**config.mk**
```make
export PLATFORM = sky130hd
export DESIGN_NAME = saturn_bus
export DESIGN_NICKNAME = d
export VERILOG_FILES = /design/src/logic/saturn_bus_pkg.sv /design/src/logic/saturn_bus.sv /design/src/logic/saturn_debug_port.sv /design/src/logic/saturn_sys_ram.sv /design/src/logic/saturn_hp48gx_rom.sv /design/src/logic/saturn_bus_controller.sv /design/src/logic/saturn_phase_gen.sv
export VERILOG_INCLUDE_DIRS = /design/src /design/src/logic
export SDC_FILE = /design/constraint.sdc
export NUM_CORES = 1
export LEC_CHECK = 0
export BUFFER_PORTS_ARGS = -buffer_cell sky130_fd_sc_hd__buf_4
export CAP_MARGIN = 0
export CORE_MARGIN = 5
export CORE_UTILIZATION = 40
export CTS_BUF_LIST = sky130_fd_sc_hd__clkbuf_4 sky130_fd_sc_hd__clkbuf_8
export DETAILED_ROUTE_END_ITERATION = 16
export GPL_TIMING_DRIVEN = 0
export PLACE_DENSITY = 0.6
export SETUP_SLACK_MARGIN = 0.5
export SLEW_MARGIN = 5
export SYNTH_ARGS = -nofsm -noshare
export SYNTH_HDL_FRONTEND = slang
export SYNTH_HIERARCHICAL = 1
export SYNTH_SLANG_ARGS = --single-unit
```
**constraint.sdc**
```tcl
create_clock -name i_clk -period 4 [get_ports i_clk]
set_clock_uncertainty 0.05 [all_clocks]
set_input_delay 0.8 -clock i_clk [delete_from_list [all_inputs] [get_ports i_clk]]
set_output_delay 0.8 -clock i_clk [all_outputs]
set_load 0.03 [all_outputs]
```
**src/logic/saturn_bus_settings.svh**
```systemverilog
// Memory map and sizing constants for the nibble-serial system bus.
`ifndef SATURN_BUS_SETTINGS_SVH
`define SATURN_BUS_SETTINGS_SVH

// ##########################################################################
// Address space
// ##########################################################################
`define SATURN_ADDR_W    20          // Five nibbles per address.
`define SATURN_ROM_TOP   20'h7FFFF   // Last firmware nibble.

// System RAM window.
`define SATURN_RAM_BASE  20'h80000
`define SATURN_RAM_DEPTH 64          // In nibbles.

// Debug serial port pair.
`define SATURN_DBG_LO    20'hFFFF0   // Low nibble of a character.
`define SATURN_DBG_HI    20'hFFFF1   // High nibble, sends it.

`endif
```
**src/logic/saturn_bus_pkg.sv**
```systemverilog
// Shared types for host opcodes, bus command nibbles and controller states.
package saturn_bus_pkg;

    // Host request opcodes.
    typedef enum logic [1:0] {
        OP_READ  = 2'd0,
        OP_WRITE = 2'd1,
        OP_HALT  = 2'd2
    } host_op_e;

    // Command nibbles as seen on the bus.
    typedef enum logic [3:0] {
        CMD_LOAD_ADDR = 4'h4,
        CMD_READ      = 4'h5,
        CMD_WRITE     = 4'h6
    } bus_cmd_e;

    // Controller sequence. One transfer per strobe.
    typedef enum logic [2:0] {
        S_IDLE     = 3'd0,
        S_CMD_ADDR = 3'd1,   // LOAD_ADDR on the bus.
        S_ADDR     = 3'd2,   // Five address nibbles.
        S_CMD_XFER = 3'd3,   // READ or WRITE.
        S_DATA     = 3'd4,
        S_DONE     = 3'd5,   // Idle bus cycle, then report.
        S_HALTED   = 3'd6
    } ctrl_state_e;

endpackage

```
**src/logic/saturn_bus.sv**
```systemverilog
// Top of the nibble bus system. Phase generator, bus master and three devices.
`timescale 1ns/1ps
`include "saturn_bus_settings.svh"

module saturn_bus (
    input  logic                      i_clk,
    input  logic                      i_reset,
    input  logic                      i_clk_en,
    input  logic                      i_start,
    input  saturn_bus_pkg::host_op_e  i_op,
    input  logic [`SATURN_ADDR_W-1:0] i_addr,
    input  logic [3:0]                i_wdata,
    output logic                      o_busy,
    output logic                      o_done,
    output logic [3:0]                o_rdata,
    output logic                      o_halt,
    output logic [1:0]                o_phase,
    output logic [31:0]               o_cycle_ctr,
    output logic [7:0]                o_char_to_send,
    output logic                      o_char_valid,
    input  logic                      i_char_ready
);

    // ##########################################################################
    // Bus wiring
    // ##########################################################################
    logic       bus_strobe;     // One per bus cycle.
    logic       phase_stall;    // Serial back-pressure.
    logic [3:0] ctrl_nibble;
    logic       ctrl_is_data;
    logic       ctrl_active;
    logic       rom_drive;
    logic [3:0] rom_nibble;
    logic       ram_drive;
    logic [3:0] ram_nibble;

    saturn_phase_gen phase_gen_i (
        .i_clk       (i_clk),
        .i_reset     (i_reset),
        .i_clk_en    (i_clk_en),
        .i_stall     (phase_stall),
        .o_phase     (o_phase),
        .o_strobe    (bus_strobe),
        .o_cycle_ctr (o_cycle_ctr)
    );

    // Hidden processor.
    saturn_bus_controller controller_i (
        .i_clk        (i_clk),
        .i_reset      (i_reset),
        .i_strobe     (bus_strobe),
        .i_start      (i_start),
        .i_op         (i_op),
        .i_addr       (i_addr),
        .i_wdata      (i_wdata),
        .i_rom_drive  (rom_drive),
        .i_rom_nibble (rom_nibble),
        .i_ram_drive  (ram_drive),
        .i_ram_nibble (ram_nibble),
        .i_char_valid (o_char_valid),
        .i_char_ready (i_char_ready),
        .o_nibble     (ctrl_nibble),
        .o_is_data    (ctrl_is_data),
        .o_active     (ctrl_active),
        .o_busy       (o_busy),
        .o_done       (o_done),
        .o_rdata      (o_rdata),
        .o_halt       (o_halt),
        .o_stall      (phase_stall)
    );

    saturn_hp48gx_rom rom_i (
        .i_clk     (i_clk),
        .i_reset   (i_reset),
        .i_strobe  (bus_strobe),
        .i_active  (ctrl_active),
        .i_is_data (ctrl_is_data),
        .i_nibble  (ctrl_nibble),
        .o_drive   (rom_drive),
        .o_nibble  (rom_nibble)
    );

    saturn_sys_ram ram_i (
        .i_clk     (i_clk),
        .i_reset   (i_reset),
        .i_strobe  (bus_strobe),
        .i_active  (ctrl_active),
        .i_is_data (ctrl_is_data),
        .i_nibble  (ctrl_nibble),
        .o_drive   (ram_drive),
        .o_nibble  (ram_nibble)
    );

    // Listens only. Never drives the bus.
    saturn_debug_port debug_port_i (
        .i_clk          (i_clk),
        .i_reset        (i_reset),
        .i_strobe       (bus_strobe),
        .i_active       (ctrl_active),
        .i_is_data      (ctrl_is_data),
        .i_nibble       (ctrl_nibble),
        .i_char_ready   (i_char_ready),
        .o_char_to_send (o_char_to_send),
        .o_char_valid   (o_char_valid)
    );

endmodule

```
**src/logic/saturn_debug_port.sv**
```systemverilog
// Debug serial port. Pairs two nibble writes into a character and holds it.
`timescale 1ns/1ps
`include "saturn_bus_settings.svh"

module saturn_debug_port (
    input  logic       i_clk,
    input  logic       i_reset,
    input  logic       i_strobe,
    input  logic       i_active,
    input  logic       i_is_data,
    input  logic [3:0] i_nibble,
    input  logic       i_char_ready,
    output logic [7:0] o_char_to_send,
    output logic       o_char_valid
);

    import saturn_bus_pkg::*;

    localparam int ADDR_NIBS = `SATURN_ADDR_W / 4;

    logic [`SATURN_ADDR_W-1:0] addr_q;
    logic [2:0]                nib_cnt;
    logic                      wr_pend;
    logic [3:0]                lo_q;       // Low half waiting for its mate.
    logic                      bus_cyc;
    logic                      shift_en;
    logic                      wr_cyc;     // Write data on the bus now.

    assign bus_cyc  = i_strobe && i_active;
    assign shift_en = bus_cyc && i_is_data && !wr_pend && (nib_cnt != ADDR_NIBS);
    assign wr_cyc   = bus_cyc && i_is_data && wr_pend;

    always_ff @(posedge i_clk) begin
        if (i_reset) begin
            nib_cnt      <= 3'd0;
            wr_pend      <= 1'b0;
            o_char_valid <= 1'b0;
        end else begin
            if (o_char_valid && i_char_ready) o_char_valid <= 1'b0;   // Taken.
            if (bus_cyc) begin
                if (!i_is_data) begin
                    wr_pend <= (i_nibble == CMD_WRITE);
                    if (i_nibble == CMD_LOAD_ADDR) nib_cnt <= 3'd0;
                end else if (wr_pend) begin
                    wr_pend <= 1'b0;
                end else if (shift_en) begin
                    nib_cnt <= nib_cnt + 3'd1;
                end
            end
            // New character replaces a pending one.
            if (wr_cyc && addr_q == `SATURN_DBG_HI) o_char_valid <= 1'b1;
        end
    end

    always_ff @(posedge i_clk) begin
        if (shift_en) addr_q <= {i_nibble, addr_q[`SATURN_ADDR_W-1:4]};
        if (wr_cyc && addr_q == `SATURN_DBG_LO) lo_q <= i_nibble;
        if (wr_cyc && addr_q == `SATURN_DBG_HI) o_char_to_send <= {i_nibble, lo_q};
    end

endmodule

```
**src/logic/saturn_sys_ram.sv**
```systemverilog
// System RAM device. Nibble storage answering its own window of the bus.
`timescale 1ns/1ps
`include "saturn_bus_settings.svh"

module saturn_sys_ram (
    input  logic       i_clk,
    input  logic       i_reset,
    input  logic       i_strobe,
    input  logic       i_active,
    input  logic       i_is_data,
    input  logic [3:0] i_nibble,
    output logic       o_drive,
    output logic [3:0] o_nibble
);

    import saturn_bus_pkg::*;

    localparam int ADDR_NIBS = `SATURN_ADDR_W / 4;
    localparam int RAM_AW    = $clog2(`SATURN_RAM_DEPTH);

    logic [3:0]                mem [`SATURN_RAM_DEPTH];
    logic [`SATURN_ADDR_W-1:0] addr_q;
    logic [`SATURN_ADDR_W-1:0] offset;     // Address within the window.
    logic [2:0]                nib_cnt;
    logic                      rd_pend;
    logic                      wr_pend;
    logic                      bus_cyc;
    logic                      shift_en;
    logic                      hit;

    assign bus_cyc  = i_strobe && i_active;
    assign shift_en = bus_cyc && i_is_data && !rd_pend && !wr_pend
                      && (nib_cnt != ADDR_NIBS);
    assign offset   = addr_q - `SATURN_RAM_BASE;
    assign hit      = (addr_q >= `SATURN_RAM_BASE) && (offset < `SATURN_RAM_DEPTH);
    assign o_drive  = rd_pend && i_active && i_is_data && hit;
    assign o_nibble = mem[offset[RAM_AW-1:0]];

    // Protocol tracking.
    always_ff @(posedge i_clk) begin
        if (i_reset) begin
            nib_cnt <= 3'd0;
            rd_pend <= 1'b0;
            wr_pend <= 1'b0;
        end else if (bus_cyc) begin
            if (!i_is_data) begin
                rd_pend <= (i_nibble == CMD_READ);
                wr_pend <= (i_nibble == CMD_WRITE);
                if (i_nibble == CMD_LOAD_ADDR) nib_cnt <= 3'd0;
            end else if (rd_pend || wr_pend) begin
                rd_pend <= 1'b0;               // Data cycle over.
                wr_pend <= 1'b0;
            end else if (shift_en) begin
                nib_cnt <= nib_cnt + 3'd1;
            end
        end
    end

    always_ff @(posedge i_clk) begin
        if (shift_en) addr_q <= {i_nibble, addr_q[`SATURN_ADDR_W-1:4]};
    end

    // Storage. Cleared on reset.
    always_ff @(posedge i_clk) begin
        if (i_reset) begin
            for (int i = 0; i < `SATURN_RAM_DEPTH; i++) begin
                mem[i] <= 4'h0;
            end
        end else if (bus_cyc && i_is_data && wr_pend && hit) begin
            mem[offset[RAM_AW-1:0]] <= i_nibble;
        end
    end

endmodule

```
**src/logic/saturn_hp48gx_rom.sv**
```systemverilog
// Firmware ROM device. Tracks the bus address and answers reads from a fixed rule.
`timescale 1ns/1ps
`include "saturn_bus_settings.svh"

module saturn_hp48gx_rom (
    input  logic       i_clk,
    input  logic       i_reset,
    input  logic       i_strobe,
    input  logic       i_active,
    input  logic       i_is_data,
    input  logic [3:0] i_nibble,
    output logic       o_drive,
    output logic [3:0] o_nibble
);

    import saturn_bus_pkg::*;

    localparam int ADDR_NIBS = `SATURN_ADDR_W / 4;

    logic [`SATURN_ADDR_W-1:0] addr_q;
    logic [2:0]                nib_cnt;    // Address nibbles since LOAD_ADDR.
    logic                      rd_pend;    // Next data cycle is a read.
    logic                      bus_cyc;
    logic                      shift_en;

    assign bus_cyc  = i_strobe && i_active;
    assign shift_en = bus_cyc && i_is_data && !rd_pend && (nib_cnt != ADDR_NIBS);
    assign o_drive  = rd_pend && i_active && i_is_data && (addr_q <= `SATURN_ROM_TOP);

    // Contents. Sum of the address nibbles, wraps at 16.
    always_comb begin
        o_nibble = 4'h0;
        for (int i = 0; i < ADDR_NIBS; i++) begin
            o_nibble = o_nibble + addr_q[4*i +: 4];
        end
    end

    // Protocol tracking. Writes fall through unanswered.
    always_ff @(posedge i_clk) begin
        if (i_reset) begin
            nib_cnt <= 3'd0;
            rd_pend <= 1'b0;
        end else if (bus_cyc) begin
            if (!i_is_data) begin
                rd_pend <= (i_nibble == CMD_READ);
                if (i_nibble == CMD_LOAD_ADDR) nib_cnt <= 3'd0;
            end else if (rd_pend) begin
                rd_pend <= 1'b0;               // Read served.
            end else if (shift_en) begin
                nib_cnt <= nib_cnt + 3'd1;
            end
        end
    end

    always_ff @(posedge i_clk) begin
        if (shift_en) addr_q <= {i_nibble, addr_q[`SATURN_ADDR_W-1:4]};
    end

endmodule

```
**src/logic/saturn_bus_controller.sv**
```systemverilog
// Bus master standing in for the CPU. Runs host requests as nibble transfers.
`timescale 1ns/1ps
`include "saturn_bus_settings.svh"

module saturn_bus_controller (
    input  logic                      i_clk,
    input  logic                      i_reset,
    input  logic                      i_strobe,
    input  logic                      i_start,
    input  saturn_bus_pkg::host_op_e  i_op,
    input  logic [`SATURN_ADDR_W-1:0] i_addr,
    input  logic [3:0]                i_wdata,
    input  logic                      i_rom_drive,
    input  logic [3:0]                i_rom_nibble,
    input  logic                      i_ram_drive,
    input  logic [3:0]                i_ram_nibble,
    input  logic                      i_char_valid,
    input  logic                      i_char_ready,
    output logic [3:0]                o_nibble,
    output logic                      o_is_data,
    output logic                      o_active,
    output logic                      o_busy,
    output logic                      o_done,
    output logic [3:0]                o_rdata,
    output logic                      o_halt,
    output logic                      o_stall
);

    import saturn_bus_pkg::*;

    localparam int ADDR_NIBS = `SATURN_ADDR_W / 4;

    ctrl_state_e               state;
    logic [2:0]                addr_ctr;    // Address nibble on the bus.
    host_op_e                  req_op;      // Latched request.
    logic [`SATURN_ADDR_W-1:0] req_addr;
    logic [3:0]                req_wdata;
    logic [3:0]                rd_q;        // Nibble caught in the data cycle.
    logic [3:0]                bus_in;      // Device mux result.
    logic                      accept;

    assign accept  = (state == S_IDLE) && i_start;
    assign o_busy  = (state != S_IDLE) && (state != S_HALTED);
    assign o_halt  = (state == S_HALTED);    // Sticky until reset.
    assign o_stall = i_char_valid && !i_char_ready;   // Serial output full.

    // ##########################################################################
    // Bus drive
    // ##########################################################################
    always_comb begin
        o_active  = 1'b1;
        o_is_data = 1'b1;
        o_nibble  = 4'h0;
        case (state)
            S_CMD_ADDR: begin
                o_is_data = 1'b0;
                o_nibble  = CMD_LOAD_ADDR;
            end
            S_ADDR:     o_nibble = req_addr[4*addr_ctr +: 4];   // Lowest first.
            S_CMD_XFER: begin
                o_is_data = 1'b0;
                o_nibble  = (req_op == OP_WRITE) ? CMD_WRITE : CMD_READ;
            end
            S_DATA:     o_nibble = (req_op == OP_WRITE) ? req_wdata : 4'h0;
            default: begin
                o_active  = 1'b0;    // Bus cycle unused.
                o_is_data = 1'b0;
            end
        endcase
    end

    // Last active device wins. RAM over ROM, zero when nobody drives.
    always_comb begin
        bus_in = 4'h0;
        if (i_rom_drive) bus_in = i_rom_nibble;
        if (i_ram_drive) bus_in = i_ram_nibble;
    end

    // ##########################################################################
    // Sequencer
    // ##########################################################################
    always_ff @(posedge i_clk) begin
        if (i_reset) begin
            state    <= S_IDLE;
            addr_ctr <= 3'd0;
            o_done   <= 1'b0;
        end else begin
            o_done <= 1'b0;
            case (state)
                S_IDLE: begin
                    if (i_start) state <= (i_op == OP_HALT) ? S_HALTED : S_CMD_ADDR;
                end
                S_CMD_ADDR: begin
                    if (i_strobe) begin
                        addr_ctr <= 3'd0;
                        state    <= S_ADDR;
                    end
                end
                S_ADDR: begin
                    if (i_strobe) begin
                        addr_ctr <= addr_ctr + 3'd1;
                        if (addr_ctr == ADDR_NIBS - 1) state <= S_CMD_XFER;
                    end
                end
                S_CMD_XFER: if (i_strobe) state <= S_DATA;
                S_DATA:     if (i_strobe) state <= S_DONE;
                S_DONE: begin
                    if (i_strobe) begin
                        o_done <= 1'b1;    // Ninth strobe.
                        state  <= S_IDLE;
                    end
                end
                S_HALTED:   state <= S_HALTED;
                default:    state <= S_IDLE;
            endcase
        end
    end

    // Request and result payload.
    always_ff @(posedge i_clk) begin
        if (accept) begin
            req_op    <= i_op;
            req_addr  <= i_addr;
            req_wdata <= i_wdata;
        end
        if (i_strobe && state == S_DATA) rd_q <= bus_in;
        if (i_strobe && state == S_DONE && req_op != OP_WRITE) begin
            o_rdata <= rd_q;    // Same clock as o_done.
        end
    end

endmodule

```
**src/logic/saturn_phase_gen.sv**
```systemverilog
// Four-phase clock ring with one bus strobe per cycle and a bus cycle counter.
`timescale 1ns/1ps

module saturn_phase_gen (
    input  logic        i_clk,
    input  logic        i_reset,
    input  logic        i_clk_en,
    input  logic        i_stall,
    output logic [1:0]  o_phase,
    output logic        o_strobe,
    output logic [31:0] o_cycle_ctr
);

    logic [3:0] ring;      // One-hot. Bit n is phase n.
    logic       advance;   // Ring moves on this clock.

    assign advance  = i_clk_en && !i_stall;
    assign o_strobe = advance && ring[3];   // Phase 3 closes the bus cycle.

    // Phase number from the ring.
    always_comb begin
        o_phase = 2'd0;
        if (ring[1]) o_phase = 2'd1;
        if (ring[2]) o_phase = 2'd2;
        if (ring[3]) o_phase = 2'd3;
    end

    always_ff @(posedge i_clk) begin
        if (i_reset) begin
            ring        <= 4'b0001;
            o_cycle_ctr <= 32'd0;
        end else begin
            if (advance) begin
                ring <= {ring[2:0], ring[3]};   // Rotate.
            end
            if (o_strobe) begin
                o_cycle_ctr <= o_cycle_ctr + 32'd1;   // One per bus cycle.
            end
        end
    end

endmodule

```
==> results of run 1 <==
[sequential cells by signal (all words and copies together) (netlist names), 4 cells and up]
register,cells
ram_i/addr_q,20
rom_i/addr_q,20
debug_port_i/lo_q,4
controller_i/req_addr,20
controller_i/req_wdata,4
controller_i/rd_q,4
phase_gen_i/o_cycle_ctr,32
phase_gen_i/ring,4
debug_port_i/o_char_to_send,8
controller_i/o_rdata,4
ram_i/mem,256
debug_port_i/addr_q,20
[worst min-delay path by stage]
stage / end / cells past startpoint / slack, ns / startpoint
2_1_floorplan: controller_i/o_rdata[0] / 0 / 0.35 / controller_i/rd_q[0]
3_3_place_gp: controller_i/o_rdata[1] / 0 / 0.35 / controller_i/rd_q[1]
3_5_place_dp: debug_port_i/o_char_to_send[0] / 0 / 0.35 / debug_port_i/lo_q[0]
4_1_cts: controller_i/req_addr[5] / 1 / 0.23 / i_addr[5]
5_1_grt: controller_i/req_addr[10] / 1 / 0.24 / i_addr[10]
6_report: controller_i/req_wdata[2] / 1 / 0.29 / i_wdata[2]
[per-stage QoR]
| step | setup WS (ns) | power [mW] | TNS, ns | std cells | hold WS (ns) |
|---|---|---|---|---|---|
| final | 0.512 | 9.29 | 0 | 2305 | 0.288 |
| after global routing | 0.361 | 9.61 | 0 | 2305 | 0.242 |
| after CTS | 0.464 | 9.36 | 0 | 2305 | 0.229 |
| after detailed placement | -0.834 | 5.36 | -181.09 | 2173 | 0.355 |
| after global placement | -0.792 | 5.35 | -153.37 | 2173 | 0.353 |
| after floorplan | 0.646 | 5.20 | 0 | 1486 | 0.350 |
[area by class of cell]
| type | count | share of cell area (%) |
|---|---|---|
| flip-flops and latches | 419 | 54.2 |
| multi-input cells | 932 | 29.9 |
| well taps | 607 | 3.43 |
| clock buffers | 113 | 6.00 |
| plain buffers | 107 | 2.65 |
| clock inverters | 19 | 0.627 |
| inverters | 28 | 0.474 |
| repair buffers | 80 | 2.71 |
[routing by layer]
metal / track usage [%] / wire (um)
met3: 6.36 / 6300
met5: 0 / 11
met1: 29.1 / 22500
met2: 34.9 / 26600
met4: 10.4 / 2680
[worst register-to-register path, stage by stage (launching register included)]
cell      delay, ns
edfxtp_1       0.39
inv_1          0.09
fa_1           0.45
fa_1           0.49
inv_1          0.05
fa_1           0.44
ha_2           0.19
fa_2           0.35
xor2_2         0.19
xnor2_2        0.15
xnor2_2        0.17
a22o_1         0.22
[cell usage after synthesis (10+ instances only)]
library cell / instances / area [sq um]
edfxtp_1: 362 / 10900
nor2_1: 295 / 1110
nand2_1: 85 / 319
o21bai_1: 64 / 480
dfxtp_1: 57 / 1140
clkbuf_1: 54 / 203
a21oi_1: 49 / 245
a22oi_1: 45 / 338
buf_2: 28 / 140
mux2i_1: 28 / 280
o21ai_0: 27 / 135
inv_1: 26 / 97.6
a221oi_1: 24 / 210
nand3_1: 21 / 105
or4_1: 18 / 135
o31ai_1: 17 / 128
mux4_2: 16 / 360
xnor2_1: 16 / 140
buf_6: 13 / 146
nor2b_1: 13 / 81.3
ha_1: 12 / 150
nand4_1: 12 / 75.1
nor3_1: 12 / 60.1
o22ai_1: 11 / 68.8
or3_1: 11 / 68.8
mux2_2: 10 / 113
nand2b_1: 10 / 62.6
[repair_timing]
item / CTS / global route
pin swaps: 8 / 2
hold buffers: 0 / 0
resized for setup: 97 / 45
setup endpoints to repair: 513 / 149
[kinds of logic (layout without fill, tap and decap cells)]
group                      Yosys count  count (layout)  synth area share, %
xor gates and xnor gates            23              23                 1.08
muxes                               58              58                 4.44
buffers and inverters              135             347                 3.53
AOI/OAI and AO/OA                  294             294                 11.4
adders and majority gates           20              20                 1.66
and+or+nand+nor                    537             537                 13.4
DFF                                419             419                 64.4
[where the power goes]
part | internal [mW] | total [mW] | switching (mW) | leakage, nW
Combinational | 0.150 | 0.401 | 0.251 | 2.52
Clock | 2.24 | 3.97 | 1.74 | 0.777
Sequential | 4.87 | 4.91 | 0.0436 | 3.98
Total | 7.26 | 9.29 | 2.03 | 7.28
==> results by stage, run 1 <==
Setup path:
- The internal reg-to-reg setup slack is approximately 0.5 ns.
- STA puts the critical path data arrival time at 3.81 ns.
- The kind of end point of the critical path is a flip-flop.
- Among all stages on the critical path, the largest delay is contributed by fa_1.
- The stage delay of the slowest cell on the critical path is just under 0.5 ns.
- The number of cell instances on the worst register-to-register path is 11.
- The launching point of the worst reg2reg path is rom_i/addr_q[5].
- The terminus of the critical flop-to-flop path is controller_i/rd_q[3].
- At the worst endpoint, the required time is approximately 4.3 ns.
- Among cell families on the critical path, the largest total delay comes from adder cells.
- Walking the worst path, the cells encountered are inv_1, fa_1, fa_1, inv_1, fa_1, ha_2, fa_2, xor2_2, xnor2_2, xnor2_2, a22o_1.
- The worst setup path endpoint is controller_i/rd_q[3].
- The number of buffer and inverter instances along the worst setup path is 2.
- The critical path starts at rom_i/addr_q[5].
- Of all nets on the critical path, the largest fanout is 2.
- STA classifies the critical path startpoint as a flip-flop.
- The worst setup path is of the flip-flop to flip-flop kind.
- The cell with the most instances on the worst path is fa_1.
- Counting buffers and inverters, the worst setup path is 11 cells deep.

Place:
- Summed over all nets, the half-perimeter wirelength after detailed placement is ~38 mm.
- Buffers placed on the I/O ports in this run total 80.
- After detailed placement, the total cell area comes to between 0.02 and 0.025 sq mm.
- At the end of routability-driven placement, the weighted congestion stood at between 0.9 and 1.

Clocking:
- The master cell of the clock root buffer is clkbuf_8.
- The clock insertion delay at the later pin of the skew report is around 0.64 ns.
- The TritonCTS clock tree is yes.
- The number of buffers created by CTS is 73.
- The worst-case clock buffer depth is 3.
- The clock-pin transition on the worst setup and hold timing paths is ~0.060 ns.
- The CTS sink count is about 420.
- The H-tree was split into 3 levels.
- Buffers added to address setup during post-CTS repair amount to 0.

Die:
- The floorplan step defined a die boundary enclosing just over 0.05 sq mm.
- Once the floorplan was initialized, standard cells occupied 40.2% of the core.
- After floorplanning, the core was sized to cover between 0.04 and 0.05 sq mm.
- The die span in x is around 230 um.
- The die is around 230 um tall.
- The floorplan has slightly below 80 rows.
- The count of pins on the block boundary is roughly 80.

Yosys:
- The gate count after technology mapping is between 1000 and 1500.
- The number of enable flip-flop cells after synthesis is between 300 and 400.
- Yosys printed 6 warnings.
- The synthesized net count is approximately 1500.
- The unique cell type count in the Yosys netlist is between 70 and 80.
- The sequential cell area fraction in the yosys report is about 64%.
- Among all flip-flop cells after synthesis, the most frequent one is edfxtp_1.
- After synthesis the cells add up to roughly 0.019 sq mm.
- After synthesis, the mean cell area works out to approximately 13 sq um.
- The number of storage elements in the synthesis netlist is approximately 420.
- The share of synthesized flip-flops with an asynchronous set or reset is 0%.

Cells and area:
- The most common cell after layout, fill and taps aside is edfxtp_1.
- Cells with a size suffix above 1 make up ~23% of the layout.
- In the final design database the tool counted 1692 nets.
- The area added between synthesis and finish is 18.8%.
- Measured on the finished design, the core utilization comes to a little under half.
- Summing all multi-input logic gate instances after layout gives 0.00662 sq mm.
- The number of filler instances in the final layout is ~4200.
- In the layout the commonest cells are 362 x edfxtp_1, 294 x nor2_1, 87 x buf_4, 85 x nand2_1, 78 x clkbuf_8.
- After routing the design area is about 0.022 sq mm.
- The repair_antennas step left the layout with diodes totalling 0.
- The register area is 0.0120 sq mm.

Routing:
- The number of design rule violations left after detail routing is 0.
- The first detailed-routing pass took 8 iterations.
- The violation count after the first detailed-route iteration is 1575.
- The via density per instance is just under 6.
- The number of vias after detailed routing is 13515.
- In this run the remaining antenna-violating nets after routing total 0.
- The total detailed-routing wirelength is between 50 and 60 mm.
- Dividing the detail-routed wire length by the instance count gives between 20 and 30 um.

Global routing:
- Entering global routing, the biggest net connects 27 pins.
- The via count of the first global-routing pass came to around 13000.
- For this run the aggregate overflow at the end of global routing stands at 0.
- The first global-routing pass estimated between 80 and 90 mm of wire.
- The all-layer global routing usage is between 20% and 30%.
- The number of antenna violations at the first check in global routing came to 1.

STA:
- Setup repair after global routing could not meet its margin everywhere.
- The count of pins over their slew limit came to 0.
- The routed design could run at a clock period as short as between 3 and 4 ns.
- The relative max-transition margin is between 20% and 30%.
- The highest achievable clock rate is around 0.29 GHz.
- Of the available clock period, the critical path in the final layout requires ~87%.
- For the pin with the worst max-slew slack, the measured transition is around 1.2 ns.
- Setup violations remaining at the end of the flow were counted as 0.
- The number of hold violations in the final report is 0.

Flow run:
- The tool flagged a number of max-cap violations equal to 0.

Pwr:
- The static leakage power is roughly 7.3 nW.
- The ratio of total power to cell area is about 420 mW/mm^2.
- The maximum vdd ir drop is 0.274 mV.

Outcome:
- The flow ran to the end, and the final reports show no timing, DRC or antenna violations.

Hold path:
- The path class of the tightest hold or removal check is input port to flip-flop.
(Power assumes the default switching activity.)
==> run 2, diff against run 1 <==
- ABC_AREA: unset -> 1
- PLACE_DENSITY: 0.6 -> unset
==> run 2 against run 1 <==
Compared with the run above:
- largest power group unchanged
- critical endpoint unchanged
- sequential share of layout area shrank 1.7 points
- utilization shrank 1.2 points
- clock power shrank 2%
==> results by stage, run 2 <==
Cells and area:
- The filler cells instantiated in the layout total approximately 4800.
- In the layout the commonest cells are 978 x nand2_1, 409 x nor2_1, 362 x edfxtp_1, 119 x inv_1, 87 x buf_4.
- The largest registers in the layout are ram_i/mem (256), phase_gen_i/o_cycle_ctr (32).
- Summing all multi-input logic gate instances after layout gives ~0.0070 sq mm.
- Registers take roughly 0.012 sq mm.
- The finished cells cover 0.0229 sq mm.
- Compared with the post-synthesis result, the final layout area differs by 15.1%.
- The register with the most flip-flops in the layout has ~260 of them.
- The library cell used most frequently in the layout, excluding fill and tap cells, is nand2_1.
- The share of final-layout standard cells stronger than drive strength 1 is between 10% and 20%.
- The final non-filler cell total is ~3200.
- The number of nets in the finished design is 2505.
- The register ranked first by flip-flop count is ram_i/mem.

Die:
- In this run the count of I/O pins placed on the die edge is just over 80.
- The die height is between 200 and 250 um.
- The core region area is between 0.04 and 0.05 sq mm.
- After floorplanning, the core was divided into a little over 80 placement rows.
- The die covers around 0.054 sq mm.
- The die is between 200 and 250 um wide.
- The starting density of the core is between 40 and 50%.

Clocking:
- The TritonCTS clock tree is yes.
- Clock-pin slew was measured on the worst setup and hold paths at approximately 0.060 ns.
- The number of buffers created by CTS is between 70 and 80.
- The longest clock path from root to sink contains 3 buffers.
- The master cell of the clock root buffer is clkbuf_8.
- The CTS sink count is around 420.
- The clock insertion delay at the later pin of the skew report is 0.65 ns.
- The H-tree generated during clock tree synthesis spans 3 levels.
- The count of hold buffers inserted by post-cts repair is 0.

STA:
- The slew at the pin closest to its max-slew limit is roughly 1.3 ns.
- The relative max-transition margin is 14.4%.
- The highest achievable clock rate is about 0.29 GHz.
- The count of pins over their slew limit is 0.
- Setup repair after global routing could not meet its margin everywhere.
- The minimum clock period after layout is 3.47 ns.
- Setup violations remaining at the end of the flow were counted as 0.
- The setup total negative slack is 0 ns.
- The final worst setup slack is 0.528 ns.
- The number of hold violations in the final report is 0.
- The final period utilization is about 87%.

Yosys:
- The portion of synthesized area spent on multiplexers is 0%.
- Sorting the synthesized cells by how often they occur yields 979 x nand2_1, 410 x nor2_1, 362 x edfxtp_1.
- The cell with the most instances after synthesis is nand2_1.
- The unique cell type count in the Yosys netlist is 41.
- By area the synthesized netlist is led by edfxtp_1 55%, nand2_1 19%, nor2_1 7.7%, dfxtp_1 5.7%, inv_1 2.2%.
- Summing the areas of all fa, ha and maj instances in the mapped netlist gives 1.56% of the synthesized area.
- Yosys mapped a number of flops with a built-in enable equal to 362.
- The count of warnings emitted by yosys is 6.
- For this run, asynchronously set or reset flops after synthesis account for 0%.
- The fraction of the mapped netlist area in simple logic gates is 31.1%.
- The post-synthesis instance area is 0.0199 sq mm.
- The most common flop cell mapped by yosys is edfxtp_1.
- The number of nets in the synthesized netlist is roughly 2300.
- The gate count after technology mapping is about 2300.
- Of the total synthesized cell area, the portion taken by XOR and XNOR cells is less than 1%.
- By area, the combinational part of the netlist is dominated by simple AND/OR/NAND/NOR gates.
- The share of Yosys cell area claimed by the top area cell type is a little over half.
- After synthesis, the mean cell area works out to 8.67 sq um.
- The sequential cell area fraction in the yosys report is approximately three fifths.
- The synthesized-area fraction occupied by ao, oa, aoi and oai cells is under 10%.
- In this run, synthesis produced a sequential element count of between 400 and 500.
- The cell accounting for the most synthesized area is edfxtp_1.

Hold path:
- Along the worst hold path, the cell count comes to 1.
- The startpoint of the tightest hold check path is i_addr[11].
- The type of the tightest min-delay check is input port to flip-flop.

Outcome:
- The run finished with clean final reports.

Setup path:
- Data on the critical path arrives at its endpoint at roughly 3.8 ns.
- The worst setup path is launched from a flip-flop.
- The class of the most critical setup path is flip-flop to flip-flop.
- Along the worst path, the maximum fanout reaches 3.
- The required time of the critical path is approximately 4.3 ns.
- The number of cell instances on the worst register-to-register path is 17.
- The worst register-to-register path begins at rom_i/addr_q[9].
- STA classifies the critical path endpoint as a flip-flop.
- The critical path starts at rom_i/addr_q[9].

Place:
- Buffers placed on the I/O ports in this run total 80.
- Once detailed placement completed, the half-perimeter wirelength came to just over 40 mm.
- The congestion estimate from routability-driven global placement came to a little under 1.
- The placed cell count is between 3000 and 4000.
- Before CTS, the worst setup slack after placement is just over 0.1 ns.
- The cell area reported after detailed placement is ~0.021 sq mm.

Routing:
- In the routed layout, each cell is associated on average with a via count of between 5 and 6.
- The first detailed-routing pass took 5 iterations.
- In this run, the number of DRC markers left after iteration 0 of detailed routing was approximately 1600.
- For this run, design rule violations remaining after detail routing come to 0.
- After detailed routing, the total wire length is approximately 60 mm.
- Summing over every cut layer, the via total after detailed routing is ~16000.
- The count of antenna-violating nets left after detailed routing is 0.
- After detailed routing, the average wire length per cell comes to roughly 19 um.

Global routing:
- For met3 alone, demand over resource in global routing was 5.08%.
- The maximum number of pins on one net before global-route repair is 22.
- The number of antenna violations at the first check in global routing is 1.
- For this run, global-route usage on met1 was measured as 29.2%.
- The wire length of the first global-routing pass is 89.6 mm.
- For met2 alone, demand over resource in global routing was a little over a third.
- The via count of the first global-routing pass is ~16000.
- For this run, the total global-route usage over all layers was measured as a little over a fifth.
- After global routing, the most crowded layer is met2.
- For this run the aggregate overflow at the end of global routing stands at 0.

Flow run:
- The reported max-cap violation count is 0.

Pwr:
- Dividing total power by cell area gives a power density of 451 mW/mm^2.
- In this run the static leakage power is approximately 9.4 nW.
- VDD sags by at most roughly 0.31 mV.
-- run 2: cell count changes after synthesis, sizes merged, moves of 44 or more --
| cell | change |
|---|---|
| nand2 | +898 |
| nor2 | +134 |
| inv | +105 |
| o21bai | -62 |
| nand3 | +59 |
| a22oi | -44 |
-- run 2: worst max-delay path, cell delays in order, from the launching register on --
cell,delay (ns)
edfxtp_1,0.39
inv_1,0.09
fa_1,0.43
fa_1,0.50
inv_1,0.06
fa_1,0.45
ha_2,0.19
fa_2,0.38
nand2_2,0.08
inv_1,0.04
nor2_1,0.08
nand2_1,0.05
nand2_1,0.08
nand3_1,0.08
nand2_1,0.07
inv_1,0.04
nand3_1,0.08
nand2_1,0.09
-- run 2: final cells by class --
cell class                      instances  share of cell area (%)
Antenna cell                            1                  0.0109
Buffer                                 94                    1.68
Clock buffer                          102                    5.54
Clock inverter                         31                   0.794
Inverter                              133                    2.18
Multi-Input combinational cell       1645                    30.6
Sequential cell                       419                    52.5
Tap cell                              664                    3.63
Timing Repair Buffer                   87                    3.00
-- run 2: layer usage --
metal	part of all wire, %	routed length [um]	up-vias
li1	-	-	7689
met1	42	24900	7604
met2	45	27200	714
met3	8.9	5360	154
met4	4.1	2460	0
met5	0	0	-
-- run 2: metrics by stage --
step                      power, mW  hold slack, ns  util [%]
after floorplan                5.92           0.350         -
after global placement         6.43           0.355      43.4
after detailed placement       6.47           0.356      43.4
after CTS                      10.4           0.226      46.4
after global routing           10.8           0.227      46.6
final                          10.3           0.284      46.6
-- run 2: timing repair --
item,4_1_cts,5_1_grt
cloned,0,0
pin swaps,9,3
buffers inserted,1,5
endpoints found under the setup margin,1,217
resized for setup,3,10
-- run 2: final timing paths --
check | slack (ns) | endpoint
worst min-delay path | 0.28 | controller_i/req_addr[11]
worst max-delay path | 0.53 | controller_i/rd_q[3]
worst min register to register | 0.37 | debug_port_i/o_char_to_send[0]
worst max register to register | 0.53 | controller_i/rd_q[3]
-- run 2: kinds of logic after synthesis --
logic type	Yosys count
AOI/OAI and AO/OA	79
xor gates and xnor gates	5
adders and majority gates	20
buffers and inverters	227
DFF	419
and+or+nand+nor	1541
-- run 2: report_power, final --
part / internal [mW] / switching (mW) / total, mW
combinational: 0.278 / 1.08 / 1.36
clock: 2.12 / 1.79 / 3.91
sequential: 4.97 / 0.0762 / 5.04
==> run 3, diff against run 2 <==
- CORE_UTILIZATION: 40 -> 32
- CTS_BUF_LIST: sky130_fd_sc_hd__clkbuf_4 sky130_fd_sc_hd__clkbuf_8 -> sky130_fd_sc_hd__clkbuf_8 sky130_fd_sc_hd__clkbuf_16
==> run 3 against run 2 <==
Compared with the run above:
- global-route usage fell by 4.6 points
- non-clock buffer count fell by 2
- sequential power barely moved
- final cell count rose by 3.9%
- design area rose by 1.2%
- critical path type unchanged
- largest cell class unchanged
- largest power group unchanged
==> results by stage, run 3 (same netlist as run 2, synthesis figures left out) <==
STA:
- The number of hold violations in the final report is 0.
- The final number of setup-violating endpoints is 0.
- The count of pins over their slew limit is 0.
- In the final timing run, aggregate negative setup slack is 0 ns.
- The highest achievable clock rate is between 0.2 and 0.3 GHz.
- For the pin with the worst max-slew slack, the measured transition is 1.17 ns.
- Setup repair after global routing could not meet its margin everywhere.
- The worst path in the final design needs a cycle of 3.44 ns, including I/O delays and setup.
- Measured against its own limit, the worst slew margin works out to between 20% and 30%.
- The final worst setup slack is 0.557 ns.
- The final period utilization is between 80% and 90%.

Setup path:
- The number of buffer and inverter instances along the worst setup path is 4.
- The total stage count of the critical path is 17.
- The class of the most critical setup path is flip-flop to flip-flop.
- At the worst endpoint, the required time is roughly 4.3 ns.
- The terminus of the critical flop-to-flop path is controller_i/rd_q[3].
- The startpoint type of the worst setup path is a flip-flop.
- The worst setup path is captured at a flip-flop.
- The critical-path cell with the highest stage delay is fa_1.
- Broken down by cell family, the worst path's largest delay share belongs to adder cells.
- The startpoint identified for the worst register-to-register timing path is rom_i/addr_q[5].
- The internal reg-to-reg setup slack is between 0.5 and 0.6 ns.
- The number of cell instances on the worst register-to-register path is 17.
- The top fanout value on the critical path is 3.
- For the worst setup path, the data arrival time is 3.74 ns.
- Walking the worst path, the cells encountered are inv_1, fa_1, fa_1, inv_1, fa_1, ha_2, fa_2, nand2_2, inv_1, nor2_1, nand2_1, nand2_1, nand3_1, nand2_1, inv_1, nand3_1, nand2_1.
- The most critical setup path has its startpoint at rom_i/addr_q[5].
- The stage delay of the slowest cell on the critical path is about 0.50 ns.
- The worst setup path endpoint is controller_i/rd_q[3].

Cells and area:
- The register area is about 0.012 sq mm.
- The area occupied by multi-input gates is about 0.007 sq mm.
- In the final layout, the registers with the most flip-flops are ram_i/mem (256), phase_gen_i/o_cycle_ctr (32).
- The number of nets in the finished design is around 2500.
- The final core utilization is about 38%.
- The most common cell after layout, fill and taps aside is nand2_1.
- The number of antenna diodes is 0.
- The post-route netlist has about a tenth of its cells at a drive strength greater than 1.
- The area added between synthesis and finish is 16.5%.
- More flip-flops sit in one register than any other, and that register is ram_i/mem.
- The final non-filler cell total is around 3300.
- The flip-flop count of the largest register, all copies and words added is about 260.
- The number of filler instances in the final layout is 6205.
- The cell area after layout is 0.0231 sq mm.
- The top cell types in the final layout, fill and taps aside, are 978 x nand2_1, 409 x nor2_1, 362 x edfxtp_1, 124 x inv_1, 86 x buf_4.

Clocking:
- The master cell of the clock root buffer is clkbuf_16.
- The worst-case clock buffer depth is 3.
- Hold repair after CTS inserted 0 buffers.
- The clock reaches the later pin of the worst-skew pair after ~0.58 ns.
- Clock tree synthesis inserted a total of between 40 and 50 buffers.
- TritonCTS built the clock tree.
- The clock-pin transition on the worst setup and hold timing paths is approximately 0.06 ns.
- In this run the number of H-tree levels came out at 2.
- The CTS sink count is between 400 and 500.

Die:
- The die is around 260 um wide.
- Pin placement for this block handled slightly above 80 I/O pins.
- The starting density of the core is about 32%.
- The die outline area is 0.0671 sq mm.
- The core region area is ~0.062 sq mm.
- The floorplan has 91 rows.
- The die height is ~260 um.

Routing:
- The count of antenna-violating nets left after detailed routing is 0.
- The violation count after the first detailed-route iteration is ~1600.
- The via density per instance is between 4 and 5.
- The number of vias after detailed routing is 16136.
- After detailed routing, the total wire length is around 60 mm.
- The average detailed-routed wire length per instance is between 15 and 20 um.
- The first-pass detailed-route iteration total is 5.
- The number of design rule violations left after detail routing is 0.

Hold path:
- The type of the tightest min-delay check is input port to flip-flop.

Global routing:
- The overflow left after global routing is 0.
- The maximum number of pins on one net before global-route repair is 22.
- The number of antenna violations at the first check in global routing was 0.
- The via count of the first global-routing pass came to 15839.
- Across every metal layer, demand over resource in global routing totals 17.3%.
- The wire length of the first global-routing pass is approximately 90 mm.

Place:
- The placed cell count is approximately 3200.
- The post-DP HPWL is slightly below 40 mm.
- The congestion estimate from routability-driven global placement came to 0.938.
- Timing analysis after detailed placement gives a worst setup slack of 0.100 ns.
- Buffers placed on the I/O ports in this run total 80.
- The cell area reported after detailed placement is around 0.022 sq mm.

Pwr:
- VDD sags by at most between 0.3 and 0.4 mV.
- Power spread over the standard cell area amounts to 464 mW/mm^2.
- For this design the static power due to leakage is around 9.4 nW.

Flow run:
- Max-cap violations in this run came to 0.

Outcome:
- The flow ran to the end, and the final reports show no timing, DRC or antenna violations.
run 3: changes by cell type in the layout (fill, tap and decap cells not counted), sizes merged:
cell,delta
buf,-1
bufinv,+5
clkbuf,-55
clkinv,-6
clkinvlp,+1
diode,-1
inv,+7
run 3: per-layer routing:
layer,vias up,part of all wire [%],wire length (um),global-route usage [%]
met2,777,46,27200,28.5
met5,-,0,0,0
met4,0,4.4,2620,7.61
li1,7627,-,-,-
met3,169,11,6310,3.99
met1,7563,39,23300,21.9
run 3: cell type report:
| cell class | count | share of cell area [%] |
|---|---|---|
| Multi-Input combinational cell | 1645 | 30.2 |
| Timing Repair Buffer | 85 | 2.85 |
| Sequential cell | 419 | 51.9 |
| Buffer | 94 | 1.66 |
| Tap cell | 837 | 4.53 |
| Inverter | 133 | 2.16 |
| Clock inverter | 38 | 1.51 |
| Clock buffer | 48 | 5.14 |
run 3: worst min path at each step:
stage | startpoint | to | slack [ns] | depth (start not counted)
after CTS | i_wdata[3] | controller_i/req_wdata[3] | 0.30 | 1
final | i_wdata[3] | controller_i/req_wdata[3] | 0.34 | 1
after detailed placement | debug_port_i/lo_q[1] | debug_port_i/o_char_to_send[1] | 0.35 | 0
after global placement | debug_port_i/lo_q[3] | debug_port_i/o_char_to_send[3] | 0.36 | 0
after global routing | i_wdata[3] | controller_i/req_wdata[3] | 0.31 | 1
after floorplan | controller_i/rd_q[0] | controller_i/o_rdata[0] | 0.35 | 0
run 3: power by group:
group	switching, mW	internal [mW]
Clock	1.79	2.55
Combinational	1.07	0.277
Sequential	0.0802	4.97
Total	2.94	7.80
run 3: repair_timing:
item / in CTS / in global routing
setup buffers: 0 / 4
resized for setup: 3 / 8
pin swaps: 4 / 4
setup endpoints to repair: 1 / 176
run 3: metrics by stage:
step	hold slack, ns	total power [mW]
after floorplan	0.350	5.92
after global placement	0.357	6.43
after detailed placement	0.355	6.46
after CTS	0.302	10.8
after global routing	0.312	11.2
final	0.339	10.7
